**config.mk**
```make
export PLATFORM = sky130hd
export DESIGN_NAME = busCtrl
export DESIGN_NICKNAME = d
export VERILOG_FILES = /design/src/busTypesPkg.sv /design/src/ramTypesPkg.sv /design/src/busCtrl.sv /design/src/coherenceFsm.sv /design/src/snoopUnit.sv /design/src/busArbiter.sv
export SDC_FILE = /design/constraint.sdc
export NUM_CORES = 1
export LEC_CHECK = 0
export ABC_AREA = 1
export BUFFER_PORTS_ARGS = -buffer_cell sky130_fd_sc_hd__buf_2
export CAP_MARGIN = 10
export CORE_AREA = 8 8 289 291
export DETAILED_ROUTE_END_ITERATION = 12
export DIE_AREA = 0 0 297 299
export GPL_TIMING_DRIVEN = 0
export PLACE_DENSITY_LB_ADDON = 0.12
export SYNTH_ARGS = -nofsm -noshare
export SYNTH_HDL_FRONTEND = slang
export SYNTH_HIERARCHICAL = 1
export SYNTH_SLANG_ARGS = --single-unit
export TNS_END_PERCENT = 100
```
**constraint.sdc**
```tcl
create_clock -name CLK -period 5 [get_ports CLK]
set_input_delay 1 -clock CLK [delete_from_list [all_inputs] [get_ports CLK]]
set_output_delay 1 -clock CLK [all_outputs]
set_load 0.05 [all_outputs]
```
**src/busTypesPkg.sv**
```systemverilog
`default_nettype none

package busTypesPkg;

    // system geometry, fixed at two cores
    localparam int NumCores = 2;
    localparam int WordsPerBlock = 2;
    localparam int ByteOffsetBits = 2;
    localparam int WordIdxBits = $clog2(WordsPerBlock);
    localparam int BlockAddrBits = 32 - WordIdxBits - ByteOffsetBits;

    typedef logic [31:0] wordT;
    typedef logic [BlockAddrBits-1:0] blockAddrT;
    typedef logic [0:0] coreIdT;
    typedef wordT [WordsPerBlock-1:0] blockT;

    // data port request kinds
    typedef enum logic [1:0] {
        busRead,
        busReadX,
        writeBack
    } reqKindT;

    // block field carries store data for writeBack only
    typedef struct packed {
        reqKindT kind;
        blockAddrT blockAddr;
        blockT block;
    } dataReqT;

    typedef struct packed {
        blockT block;
    } dataRespT;

    typedef struct packed {
        wordT addr;
    } instReqT;

    typedef struct packed {
        wordT instr;
    } instRespT;

    typedef struct packed {
        blockAddrT blockAddr;
        logic invalidate;
    } snoopReqT;

    // block is meaningful only when dirty is set
    typedef struct packed {
        logic dirty;
        blockT block;
    } snoopRespT;

    typedef struct packed {
        logic isData;
        coreIdT core;
        logic valid;
    } grantT;

endpackage

`default_nettype wire
```
**src/ramTypesPkg.sv**
```systemverilog
`default_nettype none

package ramTypesPkg;

    // byte-aligned word address, low two bits stay zero
    typedef logic [31:0] ramAddrT;

    // one word per access, write selects a store
    typedef struct packed {
        ramAddrT addr;
        logic write;
        busTypesPkg::wordT store;
    } ramReqT;

endpackage

`default_nettype wire

```
**src/busCtrl.sv**
```systemverilog
`timescale 1ns/100ps
`default_nettype none

module busCtrl (
    input  logic CLK,
    input  logic nRST,
    input  busTypesPkg::dataReqT [busTypesPkg::NumCores-1:0] dataReq,
    input  logic [busTypesPkg::NumCores-1:0] dataReqValid,
    output logic [busTypesPkg::NumCores-1:0] dataReqReady,
    output busTypesPkg::dataRespT [busTypesPkg::NumCores-1:0] dataResp,
    output logic [busTypesPkg::NumCores-1:0] dataRespValid,
    input  logic [busTypesPkg::NumCores-1:0] dataRespReady,
    input  busTypesPkg::instReqT [busTypesPkg::NumCores-1:0] instReq,
    input  logic [busTypesPkg::NumCores-1:0] instReqValid,
    output logic [busTypesPkg::NumCores-1:0] instReqReady,
    output busTypesPkg::instRespT [busTypesPkg::NumCores-1:0] instResp,
    output logic [busTypesPkg::NumCores-1:0] instRespValid,
    input  logic [busTypesPkg::NumCores-1:0] instRespReady,
    output busTypesPkg::snoopReqT [busTypesPkg::NumCores-1:0] snoopReq,
    output logic [busTypesPkg::NumCores-1:0] snoopReqValid,
    input  logic [busTypesPkg::NumCores-1:0] snoopReqReady,
    input  busTypesPkg::snoopRespT [busTypesPkg::NumCores-1:0] snoopResp,
    input  logic [busTypesPkg::NumCores-1:0] snoopRespValid,
    output logic [busTypesPkg::NumCores-1:0] snoopRespReady,
    output ramTypesPkg::ramReqT ramReq,
    output logic ramReqValid,
    input  logic ramReady,
    input  busTypesPkg::wordT ramLoad
);
    import busTypesPkg::*;

    grantT grant;
    logic idle;
    logic snoopStart;
    coreIdT snoopTarget;
    snoopReqT snoop;
    logic snoopDone;
    snoopRespT snoopResult;

    busArbiter arbiter (
        .CLK(CLK),
        .nRST(nRST),
        .dataReqValid(dataReqValid),
        .instReqValid(instReqValid),
        .idle(idle),
        .grant(grant)
    );

    // snoop channel to whichever core did not win
    snoopUnit snooper (
        .CLK(CLK),
        .nRST(nRST),
        .start(snoopStart),
        .target(snoopTarget),
        .snoop(snoop),
        .snoopReq(snoopReq),
        .snoopReqValid(snoopReqValid),
        .snoopReqReady(snoopReqReady),
        .snoopResp(snoopResp),
        .snoopRespValid(snoopRespValid),
        .snoopRespReady(snoopRespReady),
        .done(snoopDone),
        .result(snoopResult)
    );

    coherenceFsm sequencer (
        .CLK(CLK),
        .nRST(nRST),
        .grant(grant),
        .dataReq(dataReq),
        .dataReqReady(dataReqReady),
        .instReq(instReq),
        .instReqReady(instReqReady),
        .dataResp(dataResp),
        .dataRespValid(dataRespValid),
        .dataRespReady(dataRespReady),
        .instResp(instResp),
        .instRespValid(instRespValid),
        .instRespReady(instRespReady),
        .ramReq(ramReq),
        .ramReqValid(ramReqValid),
        .ramReady(ramReady),
        .ramLoad(ramLoad),
        .idle(idle),
        .snoopStart(snoopStart),
        .snoopTarget(snoopTarget),
        .snoop(snoop),
        .snoopDone(snoopDone),
        .snoopResult(snoopResult)
    );

endmodule

`default_nettype wire

```
**src/coherenceFsm.sv**
```systemverilog
`timescale 1ns/100ps
`default_nettype none

module coherenceFsm (
    input  logic CLK,
    input  logic nRST,
    input  busTypesPkg::grantT grant,
    input  busTypesPkg::dataReqT [busTypesPkg::NumCores-1:0] dataReq,
    output logic [busTypesPkg::NumCores-1:0] dataReqReady,
    input  busTypesPkg::instReqT [busTypesPkg::NumCores-1:0] instReq,
    output logic [busTypesPkg::NumCores-1:0] instReqReady,
    output busTypesPkg::dataRespT [busTypesPkg::NumCores-1:0] dataResp,
    output logic [busTypesPkg::NumCores-1:0] dataRespValid,
    input  logic [busTypesPkg::NumCores-1:0] dataRespReady,
    output busTypesPkg::instRespT [busTypesPkg::NumCores-1:0] instResp,
    output logic [busTypesPkg::NumCores-1:0] instRespValid,
    input  logic [busTypesPkg::NumCores-1:0] instRespReady,
    output ramTypesPkg::ramReqT ramReq,
    output logic ramReqValid,
    input  logic ramReady,
    input  busTypesPkg::wordT ramLoad,
    output logic idle,
    output logic snoopStart,
    output busTypesPkg::coreIdT snoopTarget,
    output busTypesPkg::snoopReqT snoop,
    input  logic snoopDone,
    input  busTypesPkg::snoopRespT snoopResult
);
    import busTypesPkg::*;
    import ramTypesPkg::*;

    typedef enum logic [3:0] {
        sIdle,
        sIFetch,
        sSnoop,
        sFlush0,
        sFlush1,
        sFill0,
        sFill1,
        sWrite0,
        sWrite1,
        sRespond
    } fsmStateT;

    fsmStateT state;
    logic isDataQ;
    coreIdT coreQ;
    reqKindT kindQ;
    blockAddrT blockAddrQ;
    blockT blockQ;
    wordT instAddrQ;

    dataReqT granted;
    logic acceptData;
    logic acceptInst;
    logic respReady;
    logic [WordIdxBits-1:0] wordIdx;

    assign idle = (state == sIdle);
    assign granted = dataReq[grant.core];
    assign acceptData = idle && grant.valid && grant.isData;
    assign acceptInst = idle && grant.valid && !grant.isData;

    // second word of the block in the *1 states
    assign wordIdx = (state == sFlush1 || state == sFill1 || state == sWrite1)
        ? WordIdxBits'(1) : WordIdxBits'(0);

    assign respReady = isDataQ ? dataRespReady[coreQ] : instRespReady[coreQ];

    always_ff @(posedge CLK, negedge nRST) begin
        if (!nRST) begin
            state <= sIdle;
            isDataQ <= 1'b0;
            coreQ <= '0;
            kindQ <= busRead;
        end else begin
            unique case (state)
                sIdle:
                    if (grant.valid) begin
                        isDataQ <= grant.isData;
                        coreQ <= grant.core;
                        kindQ <= granted.kind;
                        if (!grant.isData)
                            state <= sIFetch;
                        else if (granted.kind == writeBack)
                            state <= sWrite0;
                        else
                            state <= sSnoop;
                    end
                sIFetch:
                    if (ramReady)
                        state <= sRespond;
                // dirty partner means its block goes to RAM first
                sSnoop:
                    if (snoopDone)
                        state <= snoopResult.dirty ? sFlush0 : sFill0;
                sFlush0:
                    if (ramReady)
                        state <= sFlush1;
                sFill0:
                    if (ramReady)
                        state <= sFill1;
                sWrite0:
                    if (ramReady)
                        state <= sWrite1;
                sFlush1, sFill1, sWrite1:
                    if (ramReady)
                        state <= sRespond;
                sRespond:
                    if (respReady)
                        state <= sIdle;
                default:
                    state <= sIdle;
            endcase
        end
    end

    // request payload, snooped block and fill data share blockQ
    always_ff @(posedge CLK) begin
        if (acceptData) begin
            blockAddrQ <= granted.blockAddr;
            blockQ <= granted.block;
        end
        if (acceptInst)
            instAddrQ <= instReq[grant.core].addr;
        if (state == sSnoop && snoopDone && snoopResult.dirty)
            blockQ <= snoopResult.block;
        if ((state == sIFetch || state == sFill0 || state == sFill1) && ramReady)
            blockQ[wordIdx] <= ramLoad;
    end

    always_comb begin
        ramReqValid = 1'b0;
        ramReq.addr = {blockAddrQ, wordIdx, {ByteOffsetBits{1'b0}}};
        ramReq.write = 1'b0;
        ramReq.store = blockQ[wordIdx];
        unique case (state)
            sIFetch: begin
                ramReqValid = 1'b1;
                ramReq.addr = ramAddrT'(instAddrQ);
            end
            sFill0, sFill1:
                ramReqValid = 1'b1;
            sFlush0, sFlush1, sWrite0, sWrite1: begin
                ramReqValid = 1'b1;
                ramReq.write = 1'b1;
            end
            default: ;
        endcase
    end

    // snoop goes out in the accept cycle, the unit registers it
    assign snoopStart = acceptData && (granted.kind != writeBack);
    assign snoopTarget = ~grant.core;
    assign snoop = '{blockAddr: granted.blockAddr, invalidate: (granted.kind == busReadX)};

    always_comb begin
        for (int i = 0; i < NumCores; i++) begin
            dataReqReady[i] = acceptData && (grant.core == coreIdT'(i));
            instReqReady[i] = acceptInst && (grant.core == coreIdT'(i));
            dataResp[i].block = (kindQ == writeBack) ? '0 : blockQ;
            dataRespValid[i] = (state == sRespond) && isDataQ && (coreQ == coreIdT'(i));
            instResp[i].instr = blockQ[0];
            instRespValid[i] = (state == sRespond) && !isDataQ && (coreQ == coreIdT'(i));
        end
    end

    ramReqStable: assert property (
        @(posedge CLK) disable iff (!nRST)
        ramReqValid && !ramReady |=> ramReqValid && $stable(ramReq)
    );

    for (genvar i = 0; i < NumCores; i++) begin : gRespHold
        dataRespHeld: assert property (
            @(posedge CLK) disable iff (!nRST)
            dataRespValid[i] && !dataRespReady[i] |=> dataRespValid[i]
        );
        instRespHeld: assert property (
            @(posedge CLK) disable iff (!nRST)
            instRespValid[i] && !instRespReady[i] |=> instRespValid[i]
        );
    end

endmodule

`default_nettype wire

```
**src/snoopUnit.sv**
```systemverilog
`timescale 1ns/100ps
`default_nettype none

module snoopUnit (
    input  logic CLK,
    input  logic nRST,
    input  logic start,
    input  busTypesPkg::coreIdT target,
    input  busTypesPkg::snoopReqT snoop,
    output busTypesPkg::snoopReqT [busTypesPkg::NumCores-1:0] snoopReq,
    output logic [busTypesPkg::NumCores-1:0] snoopReqValid,
    input  logic [busTypesPkg::NumCores-1:0] snoopReqReady,
    input  busTypesPkg::snoopRespT [busTypesPkg::NumCores-1:0] snoopResp,
    input  logic [busTypesPkg::NumCores-1:0] snoopRespValid,
    output logic [busTypesPkg::NumCores-1:0] snoopRespReady,
    output logic done,
    output busTypesPkg::snoopRespT result
);
    import busTypesPkg::*;

    typedef enum logic [1:0] {
        sIdle,
        sRequest,
        sAwait
    } snoopStateT;

    snoopStateT state;
    coreIdT targetQ;
    logic doneQ;
    snoopReqT reqQ;
    snoopRespT resultQ;

    always_ff @(posedge CLK, negedge nRST) begin
        if (!nRST) begin
            state <= sIdle;
            targetQ <= '0;
            doneQ <= 1'b0;
        end else begin
            doneQ <= 1'b0;
            unique case (state)
                sIdle:
                    if (start) begin
                        targetQ <= target;
                        state <= sRequest;
                    end
                sRequest:
                    if (snoopReqReady[targetQ])
                        state <= sAwait;
                sAwait:
                    if (snoopRespValid[targetQ]) begin
                        doneQ <= 1'b1;
                        state <= sIdle;
                    end
                default:
                    state <= sIdle;
            endcase
        end
    end

    // snoop payload and captured response
    always_ff @(posedge CLK) begin
        if (state == sIdle && start)
            reqQ <= snoop;
        if (state == sAwait && snoopRespValid[targetQ])
            resultQ <= snoopResp[targetQ];
    end

    // only the partner core sees the snoop
    always_comb begin
        for (int i = 0; i < NumCores; i++) begin
            snoopReq[i] = reqQ;
            snoopReqValid[i] = (state == sRequest) && (targetQ == coreIdT'(i));
            snoopRespReady[i] = (state == sAwait) && (targetQ == coreIdT'(i));
        end
    end

    assign done = doneQ;
    assign result = resultQ;

    // one snoop in flight, a new one starts only when the last is over
    singleSnoop: assert property (
        @(posedge CLK) disable iff (!nRST)
        start |-> state == sIdle
    );

endmodule

`default_nettype wire

```
**src/busArbiter.sv**
```systemverilog
`timescale 1ns/100ps
`default_nettype none

module busArbiter (
    input  logic CLK,
    input  logic nRST,
    input  logic [busTypesPkg::NumCores-1:0] dataReqValid,
    input  logic [busTypesPkg::NumCores-1:0] instReqValid,
    input  logic idle,
    output busTypesPkg::grantT grant
);
    import busTypesPkg::*;

    grantT pick;
    grantT held;

    // data beats instructions, core 0 beats core 1
    always_comb begin
        pick = '0;
        for (int i = NumCores - 1; i >= 0; i--) begin
            if (instReqValid[i]) begin
                pick.isData = 1'b0;
                pick.core = coreIdT'(i);
                pick.valid = 1'b1;
            end
        end
        // data pass runs last so it overrides any instruction pick
        for (int i = NumCores - 1; i >= 0; i--) begin
            if (dataReqValid[i]) begin
                pick.isData = 1'b1;
                pick.core = coreIdT'(i);
                pick.valid = 1'b1;
            end
        end
    end

    // remember the winner for the rest of the transaction
    always_ff @(posedge CLK, negedge nRST) begin
        if (!nRST) begin
            held <= '0;
        end else if (idle) begin
            held <= pick;
        end
    end

    assign grant = idle ? pick : held;

    // the sequencer only leaves idle on a valid grant, which then stays put
    grantHeld: assert property (
        @(posedge CLK) disable iff (!nRST)
        !idle |-> grant.valid && $stable(grant)
    );

endmodule

`default_nettype wire

```
# Word-level counts from Yosys, hierarchy flattened
# Index checks and enable logic that the tools add are counted.
word_totals:
  romBits: 0
  mem_bits_rw: 0
  ff_bits: 235
  output_inout_bits: 330
  latchBits: 0
  n_memories: 0
  elab_cells: 141
classes:
  n_lt_le_gt_ge: 5
  mux: 50
  eq_ne: 25
  bitwise_logic: 3
  multipliers: 0
  addsub: 0
  n_shift: 0
  reduce_logical: 39
  div_mod_pow: 0
op_table:
  columns: ["operator", "count"]
  rows:
  - ["$mux 64", 4]
  - ["$mux 32", 6]
  - ["$mux 95", 2]
  - ["$mux 65", 2]
  - ["$bwmux 64", 1]
  - ["$demux 32 s1", 1]
  - ["$mux 4", 8]
  - ["$pmux 4 s7", 1]
  - ["$logic_and 1x1->1", 24]
  - ["$mux 3", 6]
  - ["$eq 4x3->1 const B", 4]
  - ["$mux 1", 14]
  - ["$ne 2x1->1 const B", 6]
  - ["$ne 2x2->1 const B", 5]
  - ["$eq 4x2->1 const B", 2]
  - ["$eq 4x4->1 const B", 2]
  - ["$lt 1x2->1 const B", 4]
  - ["$mux 2", 4]
  - ["$reduce_or 4->1", 2]
  - ["$reduce_and 7->1", 1]
  - ["$reduce_or 7->1", 1]
  - ["$eq 2x2->1 const B", 3]
  - ["$pmux 2 s3", 1]
  - ["$eq 2x1->1 const B", 2]
  - ["9 further kinds", 16]

# Longest topological paths before layout
# Gate-level depths: netlist of run 1.
logic_depth:
  depth_word: 12
  depth_mapped: 19
  mapped_depth_nobuf: 17

# By module
# Netlist of run 1, hierarchy kept.
by_module_without_submodules:
  columns: ["module", "cells_each", "area_each_um2", "instances", "seq_area_each_um2"]
  rows:
  - ["coherenceFsm", 1667, 10188.5, 1, 3313.2]
  - ["snoopUnit", 369, 4164.0, 1, 2952.8]
  - ["busArbiter", 20, 142.6, 1, 75.1]

# Least setup slack after synthesis of run 1
# Ideal clock, no wire load.
synth_timing:
  kind: "input port to flip-flop"
  startpoint: "in snoopRespValid[1] (netlist name)"
  endpoint: "reg snooper.resultQ, in the netlist snooper/result[0], enable pin"
  setup_slack_ns: 0.216
  n_path_buf: 0
  arrival_time_ns: 4.273
  path_stages: 2
  required_ns: 4.489
  setup_ns: 0.511
  path_cell_list: "nand2_1 -> a21oi_1"
synth_via:
  elab_chain_cells: 3
synth_lines:
  columns: ["item", "line", "source"]
  rows:
  - ["start: declaration", "busCtrl.sv:23", "input logic [busTypesPkg::NumCores-1:0] snoopRespValid,"]
  - ["$mux 1 (implied by the code) (2 in series)", "snoopUnit.sv:64", "if (state == sAwait && snoopRespValid[targetQ])"]
  - ["$logic_and 1x1->1", "snoopUnit.sv:64", null]
  - ["end signal: assignment", "snoopUnit.sv:65", "resultQ <= snoopResp[targetQ];"]
  - ["end: declaration", "snoopUnit.sv:31", "snoopRespT resultQ;"]
# Every way passes these cells. The select of a mux whose other input is x is not followed.
# A chain may end at the register's enable or synchronous reset.

==> results of run 1 <==
==> power by group through the flow <==
stage | clock, uW | combinational, uW | sequential (uW)
floorplan | 0 | 9040 | 3430
global placement | 0 | 13100 | 3490
detailed placement | 0 | 13200 | 3470
CTS | 2460 | 13200 | 3430
global route | 2520 | 13800 | 3490
finish | 2350 | 12900 | 3420
==> final timing paths <==
kind,from,endpoint,slack (ps)
worst max-delay path,sequencer/state[1],dataReqReady[0],380
worst min-delay path,nRST,sequencer/state[1],350
worst max register to register,sequencer/state[1],snooper/snoopReq[27],1200
worst min register to register,arbiter/held[1],arbiter/held[1],470
max in group asynchronous,nRST,snooper/state[0],4310
min in group CLK,arbiter/held[1],arbiter/held[1],470
==> kinds of logic (layout without fill, tap and decap cells) <==
group	count (synthesis)	count (layout)	synth area share, %
compound gates	138	138	5.41
other cells	0	11	0
simple gates	1254	1254	33.6
buf+inv	429	1252	17.3
flops	235	235	43.7
==> metal layers <==
metal	vias up	part of all wire (%)	GRT usage, %	wire [um]
met1	7434	41	21.5	35300
met2	628	51	34.1	44000
met5	-	0.15	0	126
li1	7816	-	-	-
met3	100	6.2	4.24	5390
met4	18	2.2	3.81	1920
==> worst max-delay path, stage by stage (launching register included) <==
cell,delay (ps)
dfrtp_1,430
nor2_2,240
nand2_2,110
inv_1,160
inv_2,80
nor2_1,80
nand2_1,60
nand2_1,70
clkbuf_1,280
buf_4,320
buf_2,370
clkbuf_1,470
nor2_1,90
buf_2,230
==> cell type report <==
cell class              instances  area, um2  area share, %
clock buffers                  43        882           4.23
plain buffers                 297       2010           9.64
diodes                         11       27.5          0.132
clock inverters                15        194          0.930
flip-flops and latches        235       6340           30.4
well taps                    1050       1310           6.30
repair buffers                765       3910           18.8
inverters                     132        498           2.39
multi-input cells            1392       5670           27.2
==> registers in the layout, summed over array words and instances, names as in the netlist, 2 cells and up <==
| name | count |
|---|---|
| snooper/result | 65 |
| sequencer/blockAddrQ | 29 |
| sequencer/instAddrQ | 32 |
| sequencer/state | 4 |
| snooper/state | 2 |
| sequencer/instResp | 32 |
| sequencer/blockQ | 32 |
| sequencer/kindQ | 2 |
| arbiter/held | 3 |
| snooper/snoopReq | 30 |
==> cells in the final DEF, fill, tap and decap left out, drive strengths merged <==
master,netlist,final
dfrtp,15,15
o211ai,15,15
nand3,65,65
edfxtp,156,156
clkbuf,39,82
dfxtp,64,64
diode,0,11
inv,132,134
nor3,2,2
a21oi,52,52
buf,258,1023
nand2,943,943
clkinvlp,0,1
a21boi,13,13
bufinv,0,4
nor2,242,242
o21ai,39,39
clkinv,0,8
nand4,2,2
a31oi,19,19
==> metrics by stage <==
step / hold slack (ps) / setup WS, ps / instance area (um2) / cells
floorplan: 443 / 216 / 14500 / 2056
global placement: 467 / -2380 / 19600 / 3866
detailed placement: 466 / 551 / 19700 / 3871
CTS: 319 / 74.9 / 20800 / 3929
global route: 353 / 2.06 / 20800 / 3930
finish: 351 / 384 / 20800 / 3940
==> results.cfg, run 1 <==
[floorplanning]
die_area_mm2 = 0.0888
ios = 761
die_h_um = 299
core_area_mm2 = 0.0786
die_w_um = 297
initial_core_util_pct = 18.4
row_count = 103

[layout]
fillCellCount = 8942
drive_above_1_share_pct = 38.0
final_util_pct = 26.5
syn2layout_area_growth_pct = 43.8
nets = 3285

[critical_path]
worstSetupEndpointType = output pin
start_kind = flip-flop
arrival_ps = 3620
critPathMaxFanout = 10
r2r_cells = 17
crit_type = flip-flop to output pin
cp.required_ps = 4000

[timing]
min_period_ps = 4620
rsz0062_at_grt = false
maxSlewViolCount = 0
hold_viol = 0
slew_headroom_pct = 23.8
max_freq_ghz = 0.217
fin_setup_tns_ps = 0
setup_viol_count_final = 0
tightest_slew_ps = 1140
finalCritPeriodShare_pct = 92.3
fin_worst_skew_ps = 25.4

[drt]
drt_iter0_markers = 889
viasPerCell = 4.06
wl_um = 86700
drc = 0
firstDrtPassIters = 6
wl_per_cell_um = 22.0
ant_nets = 0
vias = 16000

[job]
cap_violations = 0

[place]
io_buffers = 760
gp_congestion = 0.931
hpwl_um = 73100

[logic_synthesis]
synth_top_area_share_pct = 32.3
synth_most_common_cell = nand2_1
synth_largest_area_cell = edfxtp_1
syn_nets = 2487
synth_area_leaders = edfxtp_1 32%, nand2_1 24%, buf_4 10%
syn_area_mm2 = 0.0145
synth_ff_type = edfxtp_1
netlist_instances = 2056
synth-async-reset-ratio_pct = 6.38
avgSynthCellArea_um2 = 7.05
ys_seq_area_share_pct = 43.7
synth_edf_count = 156
ys_ff_latch = 235
ys_types = 27
yosysWarnings = 6
synthTopCellsByCount = 938 x nand2_1, 233 x nor2_1, 201 x buf_4

[global_route]
grt_pass1_vias = 16800
grt_max_degree = 33
antenna_found_initial = 23
grt_pass1_wl_um = 121000
grt_overflow = 0
grt_usage_pct = 18.4

[cts]
cts_hold_buf = 0
cts.reportedPaths.clkPinSlew_ps = 60
clock_latency_ps = 600
clkSinkCount = 235
cts_tree = yes
cts_buffers = 31
clockRootBuffer = clkbuf_16
clockBufferDepth = 3
htreeDepth = 1
cts_resized = 1
postCtsSetupRepairBufs = 0

[outcome]
status = completed

[power]
pwr-share-clk_pct = 12.6
power_density_mw_per_mm2 = 898
combPwrFrac_pct = 69.1
total_power_uw = 18700
switchingPower_uw = 11100
leakage_uw = 0.0113
worst_ir_drop_vdd_mv = 0.508
p_sw_share_pct = 59.5
internal_power_uw = 7580
pwr-share-seq_pct = 18.3

[worst_hold_path]
hold_class = primary input to async pin
Power figures use the tool's default switching activity.
==> run 2: changes to the inputs <==
==> constraint.sdc (replaced) <==
create_clock -name CLK -period 4.6 [get_ports CLK]
set_input_delay 0.92 -clock CLK [delete_from_list [all_inputs] [get_ports CLK]]
set_output_delay 0.92 -clock CLK [all_outputs]
set_load 0.05 [all_outputs]
==> run 2 against run 1 <==
Combinational power increased by 10%. Total power increased by 8.8%. Clock-buffer cell count unchanged. Critical path depth decreased by 4. Core utilization about the same. Die area unchanged. Cell count is 0.10% lower. First-iteration DRC count grew 12%. Routed wire length rose by 2.0%. Via count rose by 0.30%. Non-clock buffer count did not move. Sequential share of layout area is essentially flat.
==> results.cfg, run 2 (synthesis results as in run 1) <==
[outcome]
status = completed

[critical_path]
start_kind = flip-flop
worstSetupEndpointType = output pin
crit_type = flip-flop to output pin
arrival_ps = 3300
cp.required_ps = 3680
critPathMaxFanout = 10

[floorplanning]
initial_core_util_pct = 18.4
die_w_um = 297
row_count = 103
core_area_mm2 = 0.0786
ios = 761
die_h_um = 299
die_area_mm2 = 0.0888

[power]
internal_power_uw = 8180
worst_ir_drop_vdd_mv = 0.507
switchingPower_uw = 12200
power_density_mw_per_mm2 = 977
total_power_uw = 20400
pwr-share-clk_pct = 12.1
pwr-share-seq_pct = 18.3
leakage_uw = 0.0113
p_sw_share_pct = 59.8
combPwrFrac_pct = 69.6

[layout]
fillCellCount = 8960
multiInputGateArea_mm2 = 0.00567
final_util_pct = 26.5
layout_common_cells = 938 x nand2_1, 801 x buf_2, 232 x nor2_1
largest_register_ffs = 65
syn2layout_area_growth_pct = 43.8
final_cell_area_mm2 = 0.0208
drive_above_1_share_pct = 38.4
register_area_mm2 = 0.00634
nets = 3285
final_common_cell = nand2_1

[cts]
clockBufferDepth = 3
htreeDepth = 1
clock_latency_ps = 590
postCtsSetupRepairBufs = 0
clkSinkCount = 235
clockRootBuffer = clkbuf_16
cts_tree = yes
cts_buffers = 31
cts.reportedPaths.clkPinSlew_ps = 70

[timing]
min_period_ps = 4220
fin_worst_skew_ps = 16.0
maxSlewViolCount = 0
hold_viol = 0
tightest_slew_ps = 937
slew_headroom_pct = 37.5
setup_viol_count_final = 0
fin_setup_tns_ps = 0
finalCritPeriodShare_pct = 91.8
rsz0062_at_grt = false
max_freq_ghz = 0.237
fin_ws_ps = 376

[place]
io_buffers = 760
dpl-instance-area_mm2 = 0.0198
hpwl_um = 74300
pre_cts_ws_ps = 372
gp_congestion = 0.957

[global_route]
grt_max_degree = 31
grt_pass1_vias = 16700
antenna_found_initial = 23
grt_pass1_wl_um = 122000
grt_usage_pct = 18.7
grt_overflow = 0

[drt]
drt_iter0_markers = 992
firstDrtPassIters = 5
viasPerCell = 4.08
wl_um = 88400
vias = 16000
ant_nets = 0
wl_per_cell_um = 22.5
drc = 0

[job]
cap_violations = 0

[worst_hold_path]
hold_class = primary input to async pin
==> run 2: cell types whose count changed in the layout (fill, tap and decap cells not counted), sizes merged <==
cell      before  now
bufinv         4    2
clkinvlp       1    3
diode         11    7
==> run 2: path summary, 6_finish.rpt <==
kind                            cells past startpoint          startpoint  slack, ps                   end
min in group CLK                                    2     arbiter/held[0]        480       arbiter/held[0]
worst min register to register                      2     arbiter/held[0]        480       arbiter/held[0]
worst max register to register                     17  sequencer/state[3]       1130  snooper/snoopReq[15]
max in group asynchronous                           1                nRST       3990       arbiter/held[0]
worst min-delay path                                1                nRST        290      snooper/state[1]
worst max-delay path                                9  sequencer/state[3]        380       instReqReady[0]
==> run 2: power groups by stage <==
stage / Sequential, uW / Combinational [uW] / Clock, uW
after floorplan: 3720 / 9830 / 0
after global placement: 3790 / 14300 / 0
after detailed placement: 3780 / 14400 / 0
after CTS: 3740 / 14400 / 2570
after global routing: 3800 / 15100 / 2640
final: 3720 / 14200 / 2470
==> run 2: critical path, stage by stage (launching register included) <==
cell and delay (ps):
dfrtp_1 460, nor2_4 230, nand2_2 100, inv_1 180
inv_2 80, o21ai_1 440, clkbuf_2 420, clkbuf_2 420
nor3_1 130, buf_2 250
==> run 2: through the flow <==
step / std cells / hold WS [ps]
after floorplan: 2056 / 443
after global placement: 3866 / 466
after detailed placement: 3872 / 464
after CTS: 3929 / 257
after global routing: 3933 / 285
final: 3936 / 285
==> run 2: area by class of cell <==
class | count | share of cell area (%)
Inverter | 132 | 2.39
Buffer | 295 | 9.63
Tap cell | 1050 | 6.30
Sequential cell | 235 | 30.4
Antenna cell | 7 | 0.0841
Clock buffer | 43 | 4.32
Timing Repair Buffer | 767 | 19.0
Multi-Input combinational cell | 1392 | 27.2
Clock inverter | 15 | 0.673
==> run 2: routing by layer <==
layer  track usage, %  wire length (um)  vias up  part of all wire [%]
li1                 -                 -     7802                     -
met1             21.8             36100     7482                    41
met2             34.1             44600      631                    50
met3             4.70              5470      109                   6.2
met4             4.83              2150       20                   2.4
met5                0               126        -                  0.14
==> run 2: what timing repair did <==
| action | in CTS | in global routing |
|---|---|---|
| cloned | 0 | 0 |
| endpoints found under the setup margin | 4 | 3 |
| gates resized for setup | 3 | 3 |
| hold buffers | 0 | 0 |
| endpoints found under the hold margin | 0 | 0 |
==> run 3: changes to the inputs <==
--- a/config.mk
+++ b/config.mk
@@ -6,7 +6,7 @@
 export NUM_CORES = 1
 export LEC_CHECK = 0
 export ABC_AREA = 1
-export BUFFER_PORTS_ARGS = -buffer_cell sky130_fd_sc_hd__buf_2
+export BUFFER_PORTS_ARGS = -buffer_cell sky130_fd_sc_hd__buf_4
 export CAP_MARGIN = 10
 export CORE_AREA = 8 8 289 291
 export DETAILED_ROUTE_END_ITERATION = 12
==> run 3 against run 2 <==
Total power is 5.2% higher. Critical path depth is 3 lower. Register-to-register slack worse by 170 ps. Clock skew is 15 ps higher. Critical endpoint is now dataResp[96]. Clock-buffer cell count is 8 lower.
==> results.cfg, run 3 (synthesis results as in run 1) <==
[timing]
maxSlewViolCount = 0
min_period_ps = 4300
slew_headroom_pct = 17.7
whs_ps = 185
rsz0062_at_grt = false
finalCritPeriodShare_pct = 93.5
max_freq_ghz = 0.233
hold_viol = 0
fin_ws_ps = 299
fin_setup_tns_ps = 0
tightest_slew_ps = 1230
fin_worst_skew_ps = 30.6
setup_viol_count_final = 0

[global_route]
grt_pass1_wl_um = 123000
grt_max_degree = 31
grt_usage_pct = 19.0
grt_pass1_vias = 17000
grt_overflow = 0
antenna_found_initial = 13

[critical_path]
critical-path-max-stage-delay_ps = 910
r2r-start = sequencer/state[3]
arrival_ps = 3380
path_buf_inv = 4
critPathMaxFanout = 10
crit_type = flip-flop to output pin
crit_chain = nor2_1, buf_6, clkbuf_1, nor2_1, buf_4, buf_4
critPathLaunch = sequencer/kindQ[0]
worstSetupEndpointType = output pin
r2r_slack_ps = 960
cp_slowest_cell = clkbuf_1
start_kind = flip-flop
cp.required_ps = 3680
worst-path-stages = 6
critical_path.top_delay_family = buffers and inverters
r2r_cells = 18

[outcome]
status = completed

[cts]
clockBufferDepth = 3
clock_latency_ps = 610
clockRootBuffer = clkbuf_16
cts.reportedPaths.clkPinSlew_ps = 60
clkSinkCount = 235
cts_tree = yes
cts_buffers = 31
htreeDepth = 1
postCtsSetupRepairBufs = 0

[layout]
largest_register_ffs = 65
layout_common_cells = 962 x buf_4, 938 x nand2_1, 232 x nor2_1
nets = 3285
register_area_mm2 = 0.00634
instances_no_fill = 3937
drive_above_1_share_pct = 38.1
syn2layout_area_growth_pct = 56.7
multiInputGateArea_mm2 = 0.00567
fillCellCount = 8755
final_common_cell = buf_4

[drt]
wl_um = 89400
vias = 16100
drc = 0
firstDrtPassIters = 5
viasPerCell = 4.08
ant_nets = 0
drt_iter0_markers = 933
wl_per_cell_um = 22.7

[power]
worst_ir_drop_vdd_mv = 0.512
total_power_uw = 21400
power_density_mw_per_mm2 = 943
leakage_uw = 0.0119

[floorplanning]
core_area_mm2 = 0.0786
ios = 761
initial_core_util_pct = 18.4
die_w_um = 297
die_h_um = 299
die_area_mm2 = 0.0888
row_count = 103

[place]
hpwl_um = 75400
gp_congestion = 0.935
dp.cells = 3872
io_buffers = 760
pre_cts_ws_ps = 387

[job]
cap_violations = 0

[worst_hold_path]
hold_class = primary input to async pin
==> run 3: cell types whose count changed in the layout (fill, tap and decap cells not counted), moves of 3 or more <==
cell | previous run | this run
buf_2 | 801 | 41
buf_4 | 202 | 962
bufinv_16 | 2 | 5
clkbuf_8 | 8 | 0
clkinv_1 | 0 | 8
clkinvlp_4 | 3 | 0
==> run 3: worst register-to-register path, delay by kind of cell, from the launching register on <==
kind	cells	cell delay [ps]
buf+inv	7	1450
flops	1	460
simple gates	11	1410
==> run 3: worst paths after layout <==
kind                                        end
setup / recovery                   dataResp[96]
hold / removal                     snooper/done
setup reg to reg           snooper/snoopReq[13]
hold reg to reg                 arbiter/held[0]
max in group asynchronous    sequencer/state[0]
min in group CLK                arbiter/held[0]
==> run 3: layer usage <==
| layer | part of all wire, % | vias to the layer above | GRT usage, % | routed length [um] |
|---|---|---|---|---|
| li1 | - | 7811 | - | - |
| met1 | 39 | 7480 | 21.6 | 35300 |
| met2 | 51 | 655 | 34.6 | 45200 |
| met3 | 6.7 | 109 | 4.82 | 6020 |
| met4 | 3.2 | 10 | 6.16 | 2850 |
| met5 | 0.076 | - | 0 | 68 |
==> run 3: timing repair <==
action                                  in CTS  in global routing
hold buffers                                 0                  0
resized for setup                            3                  3
pin swaps                                    0                  0
endpoints found under the setup margin       4                  2
==> run 3: where the power goes <==
group	switching [uW]	internal, uW	total, uW
combinational	10700	4470	15200
sequential	557	3170	3730
clock	1010	1510	2520
total	12300	9150	21400
==> run 3: final cells by class <==
| cell class | count | share of cell area (%) |
|---|---|---|
| Buffer | 296 | 8.85 |
| Timing Repair Buffer | 766 | 25.6 |
| Inverter | 132 | 2.19 |
| Clock inverter | 22 | 1.10 |
| Antenna cell | 9 | 0.0991 |
| Tap cell | 1050 | 5.78 |
| Sequential cell | 235 | 27.9 |
| Clock buffer | 35 | 3.48 |
| Multi-Input combinational cell | 1392 | 25.0 |
==> run 3: per-stage QoR <==
stage	util, %	instance area, um2
floorplan	-	14500
global placement	27.4	21500
detailed placement	27.5	21700
CTS	28.9	22700
global route	28.9	22700
finish	28.9	22700
